## src/source/burst_splitter_config.svh

```systemverilog
// -------------------------------------------------------------------------
// Build-time parameters of the read burst splitter.
// Include this wherever widths or the outstanding-burst depth are needed.
// -------------------------------------------------------------------------

`ifndef BURST_SPLITTER_CONFIG_SVH
`define BURST_SPLITTER_CONFIG_SVH

// Address and data bus widths in bits
`define BS_ADDR_WIDTH 32
`define BS_DATA_WIDTH 32

// Transaction ID width in bits
`define BS_ID_WIDTH 4

// Upstream read bursts that may be accepted but not yet fully returned
`define BS_MAX_READ_TXNS 4

`endif
```

## src/source/burst_splitter_pkg.sv

```systemverilog
// -------------------------------------------------------------------------
// Shared types of the read burst splitter.
// Modules import this package for the bus field types and state encodings.
// -------------------------------------------------------------------------

`default_nettype none

`include "burst_splitter_config.svh"

package burst_splitter_pkg;

  // Bus field types
  typedef logic [`BS_ADDR_WIDTH-1:0] addr_t;
  typedef logic [`BS_DATA_WIDTH-1:0] data_t;
  typedef logic [`BS_ID_WIDTH-1:0]   id_t;

  // Beats in the burst minus one
  typedef logic [7:0] len_t;
  // log2 of the bytes moved per beat
  typedef logic [2:0] size_t;
  typedef logic [1:0] resp_t;

  // AXI burst type encoding, wrap is not supported by the splitter
  typedef enum logic [1:0] {
    burst_fixed = 2'b00,
    burst_incr  = 2'b01,
    burst_wrap  = 2'b10
  } burst_e;

  // Request splitter FSM
  typedef enum logic {
    ar_idle = 1'b0,
    ar_busy = 1'b1
  } ar_state_e;

endpackage

`default_nettype wire

```

## src/source/burst_splitter.sv

```systemverilog
// -------------------------------------------------------------------------
// Read burst splitter top level. Upstream bursts go out as single-beat
// requests; responses must return in request order and get their last
// flag rebuilt before going back upstream.
// -------------------------------------------------------------------------

`timescale 1ns/10ps
`default_nettype none

module burst_splitter (
  input  wire logic                   clk_i,
  input  wire logic                   rst_n_i,

  // Upstream AR
  input  burst_splitter_pkg::addr_t   s_ar_addr_i,
  input  burst_splitter_pkg::id_t     s_ar_id_i,
  input  burst_splitter_pkg::len_t    s_ar_len_i,
  input  burst_splitter_pkg::size_t   s_ar_size_i,
  input  burst_splitter_pkg::burst_e  s_ar_burst_i,
  input  wire logic                   s_ar_valid_i,
  output logic                        s_ar_ready_o,

  // Upstream R
  output burst_splitter_pkg::data_t   s_r_data_o,
  output burst_splitter_pkg::id_t     s_r_id_o,
  output burst_splitter_pkg::resp_t   s_r_resp_o,
  output logic                        s_r_last_o,
  output logic                        s_r_valid_o,
  input  wire logic                   s_r_ready_i,

  // Downstream AR
  output burst_splitter_pkg::addr_t   m_ar_addr_o,
  output burst_splitter_pkg::id_t     m_ar_id_o,
  output burst_splitter_pkg::size_t   m_ar_size_o,
  output burst_splitter_pkg::burst_e  m_ar_burst_o,
  output logic                        m_ar_valid_o,
  input  wire logic                   m_ar_ready_i,

  // Downstream R
  input  burst_splitter_pkg::data_t   m_r_data_i,
  input  burst_splitter_pkg::id_t     m_r_id_i,
  input  burst_splitter_pkg::resp_t   m_r_resp_i,
  input  wire logic                   m_r_valid_i,
  output logic                        m_r_ready_o
);

  import burst_splitter_pkg::*;

  logic push_valid;
  len_t push_len;
  logic push_ready;
  len_t head_len;
  logic head_valid;
  logic pop;

  ar_splitter i_ar_splitter (
    .clk_i        (clk_i),
    .rst_n_i      (rst_n_i),
    .s_ar_addr_i  (s_ar_addr_i),
    .s_ar_id_i    (s_ar_id_i),
    .s_ar_len_i   (s_ar_len_i),
    .s_ar_size_i  (s_ar_size_i),
    .s_ar_burst_i (s_ar_burst_i),
    .s_ar_valid_i (s_ar_valid_i),
    .s_ar_ready_o (s_ar_ready_o),
    .m_ar_addr_o  (m_ar_addr_o),
    .m_ar_id_o    (m_ar_id_o),
    .m_ar_size_o  (m_ar_size_o),
    .m_ar_burst_o (m_ar_burst_o),
    .m_ar_valid_o (m_ar_valid_o),
    .m_ar_ready_i (m_ar_ready_i),
    .push_valid_o (push_valid),
    .push_len_o   (push_len),
    .push_ready_i (push_ready)
  );

  // Lengths of accepted bursts, oldest at the head
  burst_len_fifo i_burst_len_fifo (
    .clk_i        (clk_i),
    .rst_n_i      (rst_n_i),
    .push_valid_i (push_valid),
    .push_len_i   (push_len),
    .push_ready_o (push_ready),
    .head_len_o   (head_len),
    .head_valid_o (head_valid),
    .pop_i        (pop)
  );

  r_last_rebuild i_r_last_rebuild (
    .clk_i        (clk_i),
    .rst_n_i      (rst_n_i),
    .m_r_data_i   (m_r_data_i),
    .m_r_id_i     (m_r_id_i),
    .m_r_resp_i   (m_r_resp_i),
    .m_r_valid_i  (m_r_valid_i),
    .m_r_ready_o  (m_r_ready_o),
    .s_r_data_o   (s_r_data_o),
    .s_r_id_o     (s_r_id_o),
    .s_r_resp_o   (s_r_resp_o),
    .s_r_last_o   (s_r_last_o),
    .s_r_valid_o  (s_r_valid_o),
    .s_r_ready_i  (s_r_ready_i),
    .head_len_i   (head_len),
    .head_valid_i (head_valid),
    .pop_o        (pop)
  );

endmodule

`default_nettype wire

```

## src/source/r_last_rebuild.sv

```systemverilog
// -------------------------------------------------------------------------
// Read data return path. Passes single-beat responses upstream and sets
// the last flag once the beat count reaches the length at the FIFO head.
// The handshake is combinational; only the beat counter is registered.
// -------------------------------------------------------------------------

`timescale 1ns/10ps
`default_nettype none

module r_last_rebuild (
  input  wire logic                 clk_i,
  input  wire logic                 rst_n_i,

  // Downstream R, no last flag
  input  burst_splitter_pkg::data_t m_r_data_i,
  input  burst_splitter_pkg::id_t   m_r_id_i,
  input  burst_splitter_pkg::resp_t m_r_resp_i,
  input  wire logic                 m_r_valid_i,
  output logic                      m_r_ready_o,

  // Upstream R
  output burst_splitter_pkg::data_t s_r_data_o,
  output burst_splitter_pkg::id_t   s_r_id_o,
  output burst_splitter_pkg::resp_t s_r_resp_o,
  output logic                      s_r_last_o,
  output logic                      s_r_valid_o,
  input  wire logic                 s_r_ready_i,

  // Length FIFO head
  input  burst_splitter_pkg::len_t  head_len_i,
  input  wire logic                 head_valid_i,
  output logic                      pop_o
);

  import burst_splitter_pkg::*;

  // Beats already returned in the current burst
  len_t beat_cnt_q;
  logic r_xfer;

  // Beats without a known burst are held back
  assign s_r_valid_o = m_r_valid_i && head_valid_i;
  assign m_r_ready_o = s_r_ready_i && head_valid_i;

  assign s_r_data_o = m_r_data_i;
  assign s_r_id_o   = m_r_id_i;
  assign s_r_resp_o = m_r_resp_i;
  assign s_r_last_o = (beat_cnt_q == head_len_i);

  assign r_xfer = s_r_valid_o && s_r_ready_i;
  assign pop_o  = r_xfer && s_r_last_o;

  always_ff @(posedge clk_i) begin
    if (!rst_n_i) begin
      beat_cnt_q <= '0;
    end else if (r_xfer) begin
      if (s_r_last_o) begin
        beat_cnt_q <= '0;
      end else begin
        beat_cnt_q <= beat_cnt_q + len_t'(1);
      end
    end
  end

endmodule

`default_nettype wire

```

## src/source/burst_len_fifo.sv

```systemverilog
// -------------------------------------------------------------------------
// In-order FIFO of accepted burst lengths. Its depth bounds the number of
// outstanding upstream read bursts; the head feeds the last-flag rebuild.
// -------------------------------------------------------------------------

`timescale 1ns/10ps
`default_nettype none

`include "burst_splitter_config.svh"

module burst_len_fifo (
  input  wire logic                 clk_i,
  input  wire logic                 rst_n_i,

  input  wire logic                 push_valid_i,
  input  burst_splitter_pkg::len_t  push_len_i,
  output logic                      push_ready_o,

  output burst_splitter_pkg::len_t  head_len_o,
  output logic                      head_valid_o,
  input  wire logic                 pop_i
);

  import burst_splitter_pkg::*;

  localparam int unsigned depth     = `BS_MAX_READ_TXNS;
  localparam int unsigned ptr_width = (depth > 1) ? $clog2(depth) : 1;
  localparam int unsigned cnt_width = $clog2(depth + 1);

  len_t                 mem_q [depth];
  logic [ptr_width-1:0] wr_ptr_q;
  logic [ptr_width-1:0] rd_ptr_q;
  logic [cnt_width-1:0] fill_q;
  logic                 push_en;
  logic                 pop_en;

  // Circular increment, depth need not be a power of two
  function automatic logic [ptr_width-1:0] ptr_next(input logic [ptr_width-1:0] ptr);
    if (ptr == ptr_width'(depth - 1)) begin
      return '0;
    end
    return ptr + 1'b1;
  endfunction

  assign push_ready_o = (fill_q != cnt_width'(depth));
  assign head_valid_o = (fill_q != '0);
  assign head_len_o   = mem_q[rd_ptr_q];

  assign push_en = push_valid_i && push_ready_o;
  assign pop_en  = pop_i && head_valid_o;

  always_ff @(posedge clk_i) begin
    if (!rst_n_i) begin
      wr_ptr_q <= '0;
      rd_ptr_q <= '0;
      fill_q   <= '0;
    end else begin
      if (push_en) begin
        wr_ptr_q <= ptr_next(wr_ptr_q);
      end
      if (pop_en) begin
        rd_ptr_q <= ptr_next(rd_ptr_q);
      end
      case ({push_en, pop_en})
        2'b10:   fill_q <= fill_q + 1'b1;
        2'b01:   fill_q <= fill_q - 1'b1;
        default: fill_q <= fill_q;
      endcase
    end
  end

  // Storage
  always_ff @(posedge clk_i) begin
    if (push_en) begin
      mem_q[wr_ptr_q] <= push_len_i;
    end
  end

endmodule

`default_nettype wire

```

## src/source/ar_splitter.sv

```systemverilog
// -------------------------------------------------------------------------
// Read request splitter. Takes one upstream burst at a time and issues it
// downstream as single-beat requests, stepping the address for INCR bursts.
// The burst length is pushed into the length FIFO on acceptance.
// -------------------------------------------------------------------------

`timescale 1ns/10ps
`default_nettype none

module ar_splitter (
  input  wire logic                       clk_i,
  input  wire logic                       rst_n_i,

  // Upstream AR
  input  burst_splitter_pkg::addr_t       s_ar_addr_i,
  input  burst_splitter_pkg::id_t         s_ar_id_i,
  input  burst_splitter_pkg::len_t        s_ar_len_i,
  input  burst_splitter_pkg::size_t       s_ar_size_i,
  input  burst_splitter_pkg::burst_e      s_ar_burst_i,
  input  wire logic                       s_ar_valid_i,
  output logic                            s_ar_ready_o,

  // Downstream AR, always single beat
  output burst_splitter_pkg::addr_t       m_ar_addr_o,
  output burst_splitter_pkg::id_t         m_ar_id_o,
  output burst_splitter_pkg::size_t       m_ar_size_o,
  output burst_splitter_pkg::burst_e      m_ar_burst_o,
  output logic                            m_ar_valid_o,
  input  wire logic                       m_ar_ready_i,

  // Length FIFO push side
  output logic                            push_valid_o,
  output burst_splitter_pkg::len_t        push_len_o,
  input  wire logic                       push_ready_i
);

  import burst_splitter_pkg::*;

  ar_state_e state_q;
  ar_state_e state_d;

  // Registered request, advanced after every downstream beat
  addr_t     addr_q;
  id_t       id_q;
  len_t      remain_q;
  size_t     size_q;
  burst_e    burst_q;

  logic      m_ar_xfer;
  logic      final_beat;
  logic      can_accept;
  logic      s_ar_xfer;

  assign m_ar_xfer  = m_ar_valid_o && m_ar_ready_i;
  assign final_beat = m_ar_xfer && (remain_q == '0);

  // The next burst may enter while the last split beat goes out
  assign can_accept   = (state_q == ar_idle) || final_beat;
  assign s_ar_ready_o = can_accept && push_ready_i;
  assign s_ar_xfer    = s_ar_valid_i && s_ar_ready_o;

  assign push_valid_o = s_ar_valid_i && can_accept;
  assign push_len_o   = s_ar_len_i;

  assign m_ar_valid_o = (state_q == ar_busy);
  assign m_ar_addr_o  = addr_q;
  assign m_ar_id_o    = id_q;
  assign m_ar_size_o  = size_q;
  assign m_ar_burst_o = burst_q;

  // -------------------------------------------------------------------------
  // FSM
  // -------------------------------------------------------------------------
  always_comb begin
    state_d = state_q;
    case (state_q)
      ar_idle: begin
        if (s_ar_xfer) begin
          state_d = ar_busy;
        end
      end
      ar_busy: begin
        if (final_beat && !s_ar_xfer) begin
          state_d = ar_idle;
        end
      end
      default: state_d = ar_idle;
    endcase
  end

  always_ff @(posedge clk_i) begin
    if (!rst_n_i) begin
      state_q <= ar_idle;
    end else begin
      state_q <= state_d;
    end
  end

  // -------------------------------------------------------------------------
  // Request registers
  // -------------------------------------------------------------------------
  always_ff @(posedge clk_i) begin
    if (s_ar_xfer) begin
      addr_q   <= s_ar_addr_i;
      id_q     <= s_ar_id_i;
      remain_q <= s_ar_len_i;
      size_q   <= s_ar_size_i;
      burst_q  <= s_ar_burst_i;
    end else if (m_ar_xfer && !final_beat) begin
      remain_q <= remain_q - len_t'(1);
      // FIXED keeps the address, wrap is treated the same way
      if (burst_q == burst_incr) begin
        addr_q <= addr_q + (addr_t'(1) << size_q);
      end
    end
  end

endmodule

`default_nettype wire

```

## config.mk

```make
export PLATFORM = sky130hd
export DESIGN_NAME = burst_splitter
export DESIGN_NICKNAME = d
export VERILOG_FILES = /design/src/source/burst_splitter_pkg.sv /design/src/source/burst_splitter.sv /design/src/source/r_last_rebuild.sv /design/src/source/burst_len_fifo.sv /design/src/source/ar_splitter.sv
export VERILOG_INCLUDE_DIRS = /design/src /design/src/source
export SDC_FILE = /design/constraint.sdc
export NUM_CORES = 1
export LEC_CHECK = 0
export BUFFER_PORTS_ARGS = -buffer_cell sky130_fd_sc_hd__buf_4
export CAP_MARGIN = 20
export CORE_MARGIN = 2
export CORE_UTILIZATION = 40
export DETAILED_ROUTE_END_ITERATION = 7
export GPL_TIMING_DRIVEN = 0
export PLACE_DENSITY_LB_ADDON = 0.25
export SETUP_SLACK_MARGIN = 0.5
export SLEW_MARGIN = 20
export SYNTH_ARGS = -nofsm -noshare
export SYNTH_HDL_FRONTEND = slang
export SYNTH_SLANG_ARGS = --single-unit
export TNS_END_PERCENT = 1
```

## constraint.sdc

```tcl
create_clock -name clk_i -period 4.7 [get_ports clk_i]
set_input_delay 0.94 -clock clk_i [delete_from_list [all_inputs] [get_ports clk_i]]
set_output_delay 0.94 -clock clk_i [all_outputs]
set_load 0.02 [all_outputs]
```

==> metrics.txt, run 1 <==
initial DRC count=209; WL final=12500 um; worst min-delay path class=flip-flop to flip-flop; fin cells=804; TNS Setup=0 ns; CP Class=flip-flop to flip-flop; TritonCTS Buffers=9; Synth Area in Adders=~4.7%; Net Count, Synth=585; RSZ-0062 raised after global routing=no; Syn. warnings=0; Die ar.=approximately 14000 um2; Syn-to-layout area delta=30.7%; Root Driver=clkbuf_16; simple-gate share of the synthesized area=roughly 14%; Data arrival, critical path=3.76 ns; post-route ant nets=0; critical path peak fanout=10; antenna violations before repair=0; most frequent cells in the layout=179 x buf_4, 81 x edfxtp_1, 51 x nand2_1, 33 x nor2_1, 33 x o21ai_0; Final #Nets=around 740; Post-CTS Hold Fix Bufs=0; final hold vios=0; Unique masters post-synth=48; synthesized flop and latch total=99; count of pins over their slew limit=0; Syn Inst Count=between 400 and 500; max-cap viol count=0; Synth Area in Compound Gates=8.99%; IO buf count=138; Syn Area/Cell=11.3 um2; Die H=119 um; combinational family with the most area after synthesis=simple AND/OR/NAND/NOR gates; Power Dens Cells=342 nW/um2; routed len/inst=15.5 um; ys flop type=edfxtp_1; Worst-path clk slew=roughly 0.070 ns; Ant. Diodes=0; # resized after CTS=0; vias in the first global route=4016; grt ovf=0; DP Cell Count=roughly 790; Clock Tree Buf Depth=2; Highest Clock Rate=approximately 290 MHz; final cycle utilization of the critical path=74.0%; Worst slew margin=between 40% and 50%; Core Box Area=between 10000 and 15000 um2; CP Capture Type=flip-flop; Final Wtd Congestion=0.817; Final Skew=0.00729 ns; mux cell area share after synthesis=3.57%; post-synthesis cell area=5330 um2; number of synthesized flops with an enable pin=81; Least-Margin Pin Slew=0.850 ns; IO Pins=177; TritonCTS clock tree=yes; Tot GR Track Use=17.9%; FP Rows=42; TritonRoute pass-1 iters=4; dpl hpwl=~9500 um; first-pass GRT wire length=roughly 19000 um; peak supply drop=190 uV; XOR/XNOR Fraction of Synth Area=~7.9%; outcome=finished, final reports clean; Post-DP Area=6620 um2; vias=3983; # fillers=between 1000 and 1500; H-tree depth=3; chip width=119 um; DRC Markers=0; Post-synth ARST share=0%; hold slack=0.504 ns; clock latency on the worst-skew pair=0.36 ns; final setup vio count=0; finished layout cell area=approximately 7000 um2; largest net degree at the start of global routing=24; DR vias/cell=4.95; most common cell after layout, fill and taps aside=buf_4; cell leakage power=2.81 nW; share of cells above drive strength 1=35.0%; register area share after synthesis=52.4%; Worst Path Required=between 4 and 5 ns; min Tclk post-route=~3.5 ns; clk sinks=99; setup bufs post-CTS=0; Initial Util=40.6%; fin util=53.0%; CP Launch Type=flip-flop
metal layers:
| layer | track usage [%] | wire, um | vias to the layer above |
|---|---|---|---|
| met5 | 0 | 0 | - |
| met4 | 5.81 | 171 | 0 |
| met3 | 5.41 | 935 | 18 |
| met2 | 30.2 | 6190 | 141 |
| met1 | 21.8 | 5200 | 1847 |
| li1 | - | - | 1977 |
cell usage after synthesis (2+ instances only):
master | count | area, um2
o21ai_0 | 34 | 170
xnor2_1 | 21 | 184
nor2_1 | 33 | 124
and4_1 | 2 | 17.5
buf_6 | 2 | 22.5
inv_1 | 13 | 48.8
buf_2 | 5 | 25.0
or3_1 | 5 | 31.3
o31ai_1 | 2 | 15.0
nor4_2 | 2 | 25.0
nor2b_1 | 2 | 12.5
edfxtp_1 | 81 | 2430
nand3_1 | 14 | 70.1
nand2_1 | 51 | 191
fa_1 | 2 | 40.0
o2111ai_1 | 5 | 43.8
nand2b_1 | 2 | 12.5
mux4_2 | 8 | 180
or4_1 | 2 | 15.0
nor3_1 | 5 | 25.0
a21o_1 | 5 | 37.5
xor2_1 | 27 | 236
a21boi_0 | 3 | 22.5
and3_1 | 11 | 68.8
a31oi_1 | 7 | 43.8
ha_1 | 17 | 213
dfxtp_1 | 18 | 360
a21oi_1 | 15 | 75.1
buf_4 | 41 | 308
and2_1 | 5 | 31.3
nand4_1 | 8 | 50.1
nor3b_1 | 3 | 22.5
clkbuf_1 | 6 | 22.5
o211ai_1 | 2 | 15.0
worst max-delay path: stages, from the launching register on:
cell	delay [ns]
edfxtp_1	0.46
inv_1	0.11
ha_1	0.16
or4bb_1	0.49
o21ai_2	0.19
a21boi_4	0.27
and2_1	0.18
buf_4	0.14
inv_2	0.05
buf_6	0.14
buf_2	0.22
ha_1	0.24
inv_1	0.07
fa_1	0.17
xor2_1	0.07
or3_1	0.30
a21boi_0	0.16
registers in the layout, summed over array words and instances, names as in the netlist, named ones only:
name	cells
i_burst_len_fifo.mem_q	32
i_ar_splitter.m_ar_burst_o	2
i_ar_splitter.remain_q	8
i_burst_len_fifo.rd_ptr_q	2
i_ar_splitter.m_ar_valid_o	1
i_ar_splitter.m_ar_size_o	3
i_ar_splitter.m_ar_id_o	4
i_ar_splitter.m_ar_addr_o	32
i_burst_len_fifo.fill_q	3
i_r_last_rebuild.beat_cnt_q	8
i_burst_len_fifo.wr_ptr_q	2
layout make-up:
type | instances | area, um2 | area share [%]
Clock buffer | 11 | 275 | 3.95
Sequential cell | 99 | 2790 | 40.1
Inverter | 14 | 52.6 | 0.755
Clock inverter | 5 | 63.8 | 0.917
Timing Repair Buffer | 139 | 1060 | 15.3
Buffer | 54 | 378 | 5.43
Tap cell | 176 | 220 | 3.16
Multi-Input combinational cell | 306 | 2120 | 30.4
where the power goes:
group | switching, mW | internal, mW | total [mW] | leakage [nW]
clock network | 0.340 | 0.482 | 0.823 | 0.163
logic | 0.255 | 0.214 | 0.469 | 1.74
registers | 0.0581 | 1.03 | 1.09 | 0.909
through the flow:
| stage | power, mW | worst slack (ns) |
|---|---|---|
| 2_1_floorplan | 1.38 | 0.782 |
| 3_3_place_gp | 1.56 | -0.425 |
| 3_5_place_dp | 1.58 | 0.995 |
| 4_1_cts | 2.41 | 1.21 |
| 5_1_grt | 2.48 | 0.976 |
| 6_report | 2.38 | 1.22 |
logic make-up after synthesis:
logic type / count (synthesis)
xor+xnor: 48
fa+ha+maj: 19
buf+inv: 68
simple gates: 152
compound gates: 78
flops: 99
mux: 9
worst paths after layout:
path	from	to	slack [ns]	cells past startpoint
worst min-delay path	i_burst_len_fifo.rd_ptr_q[1]	flip-flop	0.50	2
worst min register to register	i_burst_len_fifo.rd_ptr_q[1]	flip-flop	0.50	2
worst max register to register	i_ar_splitter.remain_q[0]	i_burst_len_fifo.fill_q[2]	1.22	16
worst max-delay path	i_ar_splitter.remain_q[0]	i_burst_len_fifo.fill_q[2]	1.22	16
Note: power is estimated with default switching activity, not from simulation.
==> run 2, diff against run 1 <==
Clock period 4.7 ns to 3.05 ns, I/O delays scaled along.
==> run 2 against run 1 <==
Wire length up 5.0%. Flip-flop and latch count unchanged. Combinational power up 82%. Sequential power up 55%. Highest routed layer unchanged.
==> metrics.txt, run 2 (same netlist as run 1, synthesis figures left out) <==
clk sinks=between 90 and 100; FF+latch area=2790 um2; Syn-to-layout area delta=41.0%; grt ovf=0; Post-CTS Hold Fix Bufs=0; Worst-path clk slew=0.07 ns; share of cells above drive strength 1=between 40% and 50%; Internal Power=2.57 mW; Clock Power Share=between 30% and 40%; clock latency on the worst-skew pair=0.35 ns; antenna violations before repair=0; Psw=between 1 and 1.5 mW; TritonRoute pass-1 iters=5; post-route ant nets=0; TritonCTS Buffers=9; hold-critical path depth=1; fin util=57.2%; worst min-delay path class=input pin to flip-flop; CP Cell Sequence=inv_2 -> ha_4 -> or4bb_1 -> o21ai_2 -> a21boi_4 -> and2_4 -> buf_6 -> inv_4 -> buf_8 -> buf_12 -> ha_4 -> inv_2 -> fa_2 -> xor2_1 -> or3_1 -> a21boi_1; vias=4190; Final #Nets=760; critical path peak fanout=4; Worst slew margin=41.6%; Highest Clock Rate=337 MHz; CP Class=flip-flop to flip-flop; DR vias/cell=5.05; Data arrival, critical path=3.25 ns; initial DRC count=225; IO buf count=138; RSZ-0062 raised after global routing=yes; switch share=29.4%; most frequent cells in the layout=195 x buf_4, 81 x edfxtp_1, 47 x nand2_1, 32 x nor2_1, 26 x xor2_1; DRC Markers=0; final hold vios=0; Multi-input gate area=2430 um2; WL final=13100 um; Clock Tree Buf Depth=2; H-tree depth=3; max-cap viol count=0; Crit path depth=16; most common cell after layout, fill and taps aside=buf_4; TNS Setup=0 ns; cell leakage power=approximately 3 nW; IO Pins=177; peak supply drop=411 uV; largest net degree at the start of global routing=19; CP Capture Type=flip-flop; Least-Margin Pin Slew=0.862 ns; vias in the first global route=~4000; Initial Util=40.6%; Ant. Diodes=0; Final Skew=0.00543 ns; CP Launch Type=flip-flop; outcome=finished, final reports clean; Die H=119 um; dpl hpwl=9310 um; Met2 Wirelength=6580 um; r2r worst-path depth=16; met3 WL=847 um; hold slack=0.433 ns; CP bufs+invs=6; Combinational Power Share=23.5%; count of pins over their slew limit=0; delay-heaviest family, CP=simple AND/OR/NAND/NOR gates; Root Driver=clkbuf_16; slowest CP cell=edfxtp_1; final setup vio count=0; top layer in use=met4; final cycle utilization of the critical path=a little over nine tenths; chip width=119 um; Core Box Area=13100 um2; Reg power frac=46.3%; Die ar.=14300 um2; total chip power=between 3 and 4 mW; first-pass GRT wire length=19800 um; Worst Path Required=3.34 ns; Tot GR Track Use=~18%; finished layout cell area=approximately 7500 um2; # fillers=1110; TritonCTS clock tree=yes; Final Wtd Congestion=0.861; Power Dens Cells=around 480 nW/um2; Metal-1 WL=5520 um; min Tclk post-route=2.97 ns; Post-DP Area=6650 um2; CP max stage delay=around 0.4 ns; FP Rows=42; routed len/inst=15.8 um
==> run 2: through the flow <==
step	std cells	setup WS, ns
2_1_floorplan	473	0.0353
3_3_place_gp	787	-0.307
3_5_place_dp	788	-0.287
4_1_cts	820	0.0710
5_1_grt	829	-0.101
6_report	829	0.0822
==> run 2: per-layer routing <==
layer	global-route usage [%]	vias up
met5	0	-
met4	5.96	0
met1	22.3	2001
li1	-	2026
met3	5.60	17
met2	29.6	146
==> run 2: layout make-up <==
type                       instances  area share, %
sequential                        99           37.2
timing repair buffer             164           17.0
clock inverter                     7          0.783
inverter                          14          0.733
buffer                            54           6.03
tap                              176           2.93
clock buffer                       9           3.00
multi-input combinational        306           32.4
==> run 2: path summary, 6_finish.rpt <==
path                           startpoint                           end  slack, ns
max             i_ar_splitter.remain_q[0]    i_burst_len_fifo.fill_q[2]       0.08
min                        s_ar_size_i[1]  i_ar_splitter.m_ar_size_o[1]       0.43
max reg2reg     i_ar_splitter.remain_q[0]    i_burst_len_fifo.fill_q[2]       0.08
min reg2reg  i_burst_len_fifo.rd_ptr_q[1]  i_burst_len_fifo.rd_ptr_q[1]       0.51
==> run 2: power groups by stage <==
stage	logic [mW]	registers, mW	clock network (mW)
final	0.854	1.69	1.10
after floorplan	0.378	1.76	0
after global routing	0.922	1.70	1.16
after global placement	0.704	1.71	0
after detailed placement	0.729	1.71	0
after CTS	0.770	1.68	1.12
==> run 2: timing repair <==
action | in CTS | in global routing
pin swaps | 8 | 70
setup buffers | 16 | 9
gates resized for setup | 11 | 99
endpoints found under the setup margin | 98 | 115
==> run 3, diff against run 2 <==
Settings changed: CTS_BUF_LIST set to sky130_fd_sc_hd__clkbuf_4 sky130_fd_sc_hd__clkbuf_8.
==> run 3 against run 2 <==
Non-clock buffer count is 1 higher. Setup slack worse by 0.041 ns. Highest routed layer unchanged. Wire length is 1.2% lower. Global-route usage is 0.11 points lower. Register-to-register slack worse by 0.04 ns. Clock skew is 0.0019 ns higher. Clock power is 27% lower. Critical endpoint unchanged. Count of clock-buffer cells in the layout stayed put. Via count is 0.67% lower.
==> metrics.txt, run 3 (same netlist as run 1, synthesis figures left out) <==
chip width=119 um; outcome=finished, final reports clean; Highest Clock Rate=332 MHz; IO Pins=177; max-cap viol count=0; H-tree depth=3; Final Wtd Congestion=0.861; DP Cell Count=788; R2R setup slack=between 0.04 and 0.05 ns; TritonCTS Buffers=9; Least-Margin Pin Slew=0.858 ns; critical path peak fanout=4; final cycle utilization of the critical path=a little over nine tenths; Place WS=-0.287 ns; Reg power frac=50.4%; fin cells=between 800 and 900; final setup vio count=0; Die ar.=roughly 14000 um2; Worst-path clk slew=0.10 ns; initial DRC count=176; Worst slew margin=42.3%; RSZ-0062 raised after global routing=yes; Ant. Diodes=0; IO buf count=138; clk sinks=between 90 and 100; most common cell after layout, fill and taps aside=buf_4; switch share=roughly 31%; first-pass GRT wire length=approximately 20000 um; WL final=between 10000 and 15000 um; antenna violations before repair=0; TNS Setup=0 ns; Tot GR Track Use=about 18%; Root Driver=clkbuf_8; Worst Path Required=3.37 ns; hold-critical path depth=1; routed len/inst=15.6 um; share of cells above drive strength 1=45.1%; Syn-to-layout area delta=38.6%; TritonRoute pass-1 iters=5; post-route ant nets=0; Core Box Area=approximately 13000 um2; Power Dens Cells=453 nW/um2; clock latency on the worst-skew pair=0.38 ns; min Tclk post-route=3.01 ns; Clock Tree Buf Depth=2; most frequent cells in the layout=196 x buf_4, 81 x edfxtp_1, 47 x nand2_1, 32 x nor2_1, 26 x xor2_1; Final Skew=roughly 0.0073 ns; DR vias/cell=around 5; FP Rows=42; CP Class=flip-flop to flip-flop; CP Capture Type=flip-flop; TritonCTS clock tree=yes; Clock Power Share=about a quarter; worst min-delay path class=input pin to flip-flop; peak supply drop=355 uV; Data arrival, critical path=3.32 ns; count of pins over their slew limit=0; Post-CTS Hold Fix Bufs=0; Internal Power=2.31 mW; # fillers=around 1100; vias=4162; grt ovf=0; Die H=roughly 120 um; largest net degree at the start of global routing=19; cell leakage power=2.93 nW; Initial Util=~41%; Final #Nets=between 700 and 800; worst setup margin=0.0413 ns; vias in the first global route=4027; dpl hpwl=9310 um; Psw=between 1 and 1.5 mW; Combinational Power Share=25.5%; final hold vios=0; CP Launch Type=flip-flop; DRC Markers=0; r2r worst-path depth=16
[run 3: cell types whose count changed in the layout (fill, tap and decap cells not counted), sizes merged]
cell | previous run | this run
buf | 211 | 212
[run 3: final cells by class]
class / count / area [um2] / area share [%]
Timing Repair Buffer: 165 / 1280 / 17.4
Buffer: 54 / 453 / 6.14
Tap cell: 176 / 220 / 2.98
Multi-Input combinational cell: 306 / 2400 / 32.5
Sequential cell: 99 / 2790 / 37.8
Clock inverter: 7 / 58.8 / 0.797
Clock buffer: 9 / 124 / 1.68
Inverter: 14 / 55.1 / 0.746
[run 3: worst max-delay path, cell delays in order (launching register included)]
cell and delay (ns):
edfxtp_1 0.43, inv_2 0.11, ha_4 0.13, or4bb_1 0.40, o21ai_2 0.22, a21boi_4 0.23
and2_4 0.17, buf_6 0.10, inv_4 0.03, buf_8 0.11, buf_12 0.12, ha_4 0.15
inv_2 0.04, fa_2 0.18, xor2_1 0.07, or3_1 0.30, a21boi_1 0.14
[run 3: layer usage]
layer  track usage (%)  part of all wire (%)
met4              4.34                   1.1
met3              5.75                   7.1
met1              22.4                    42
met5                 0                     0
met2              29.7                    50
[run 3: repair_timing]
item / 4_1_cts / 5_1_grt
hold endpoints to repair: 0 / 0
resized for setup: 11 / 94
cloned: 0 / 0
buffers inserted: 16 / 10
setup endpoints to repair: 98 / 115
pin swaps: 8 / 66
[run 3: final timing paths]
path                                   to                          from
max            i_burst_len_fifo.fill_q[2]     i_ar_splitter.remain_q[1]
min            i_ar_splitter.m_ar_id_o[0]                  s_ar_id_i[0]
max reg2reg    i_burst_len_fifo.fill_q[2]     i_ar_splitter.remain_q[1]
min reg2reg  i_burst_len_fifo.rd_ptr_q[1]  i_burst_len_fifo.rd_ptr_q[1]
[run 3: metrics by stage]
| stage | cell area [um2] | utilization, % | total power, mW | hold WS, ns |
|---|---|---|---|---|
| after global routing | 7380 | 56.2 | 3.49 | 0.376 |
| after CTS | 7000 | 53.3 | 3.28 | 0.378 |
| after global placement | 6620 | 50.4 | 2.41 | 0.483 |
| after floorplan | 5360 | - | 2.13 | 0.463 |
| after detailed placement | 6650 | 50.6 | 2.44 | 0.511 |
| final | 7380 | 56.2 | 3.34 | 0.401 |
[run 3: power groups by stage]
stage	Combinational (mW)	Sequential [mW]	Clock, mW
after floorplan	0.378	1.76	0
after global placement	0.704	1.71	0
after detailed placement	0.729	1.71	0
after CTS	0.770	1.68	0.835
after global routing	0.921	1.70	0.873
final	0.853	1.68	0.807
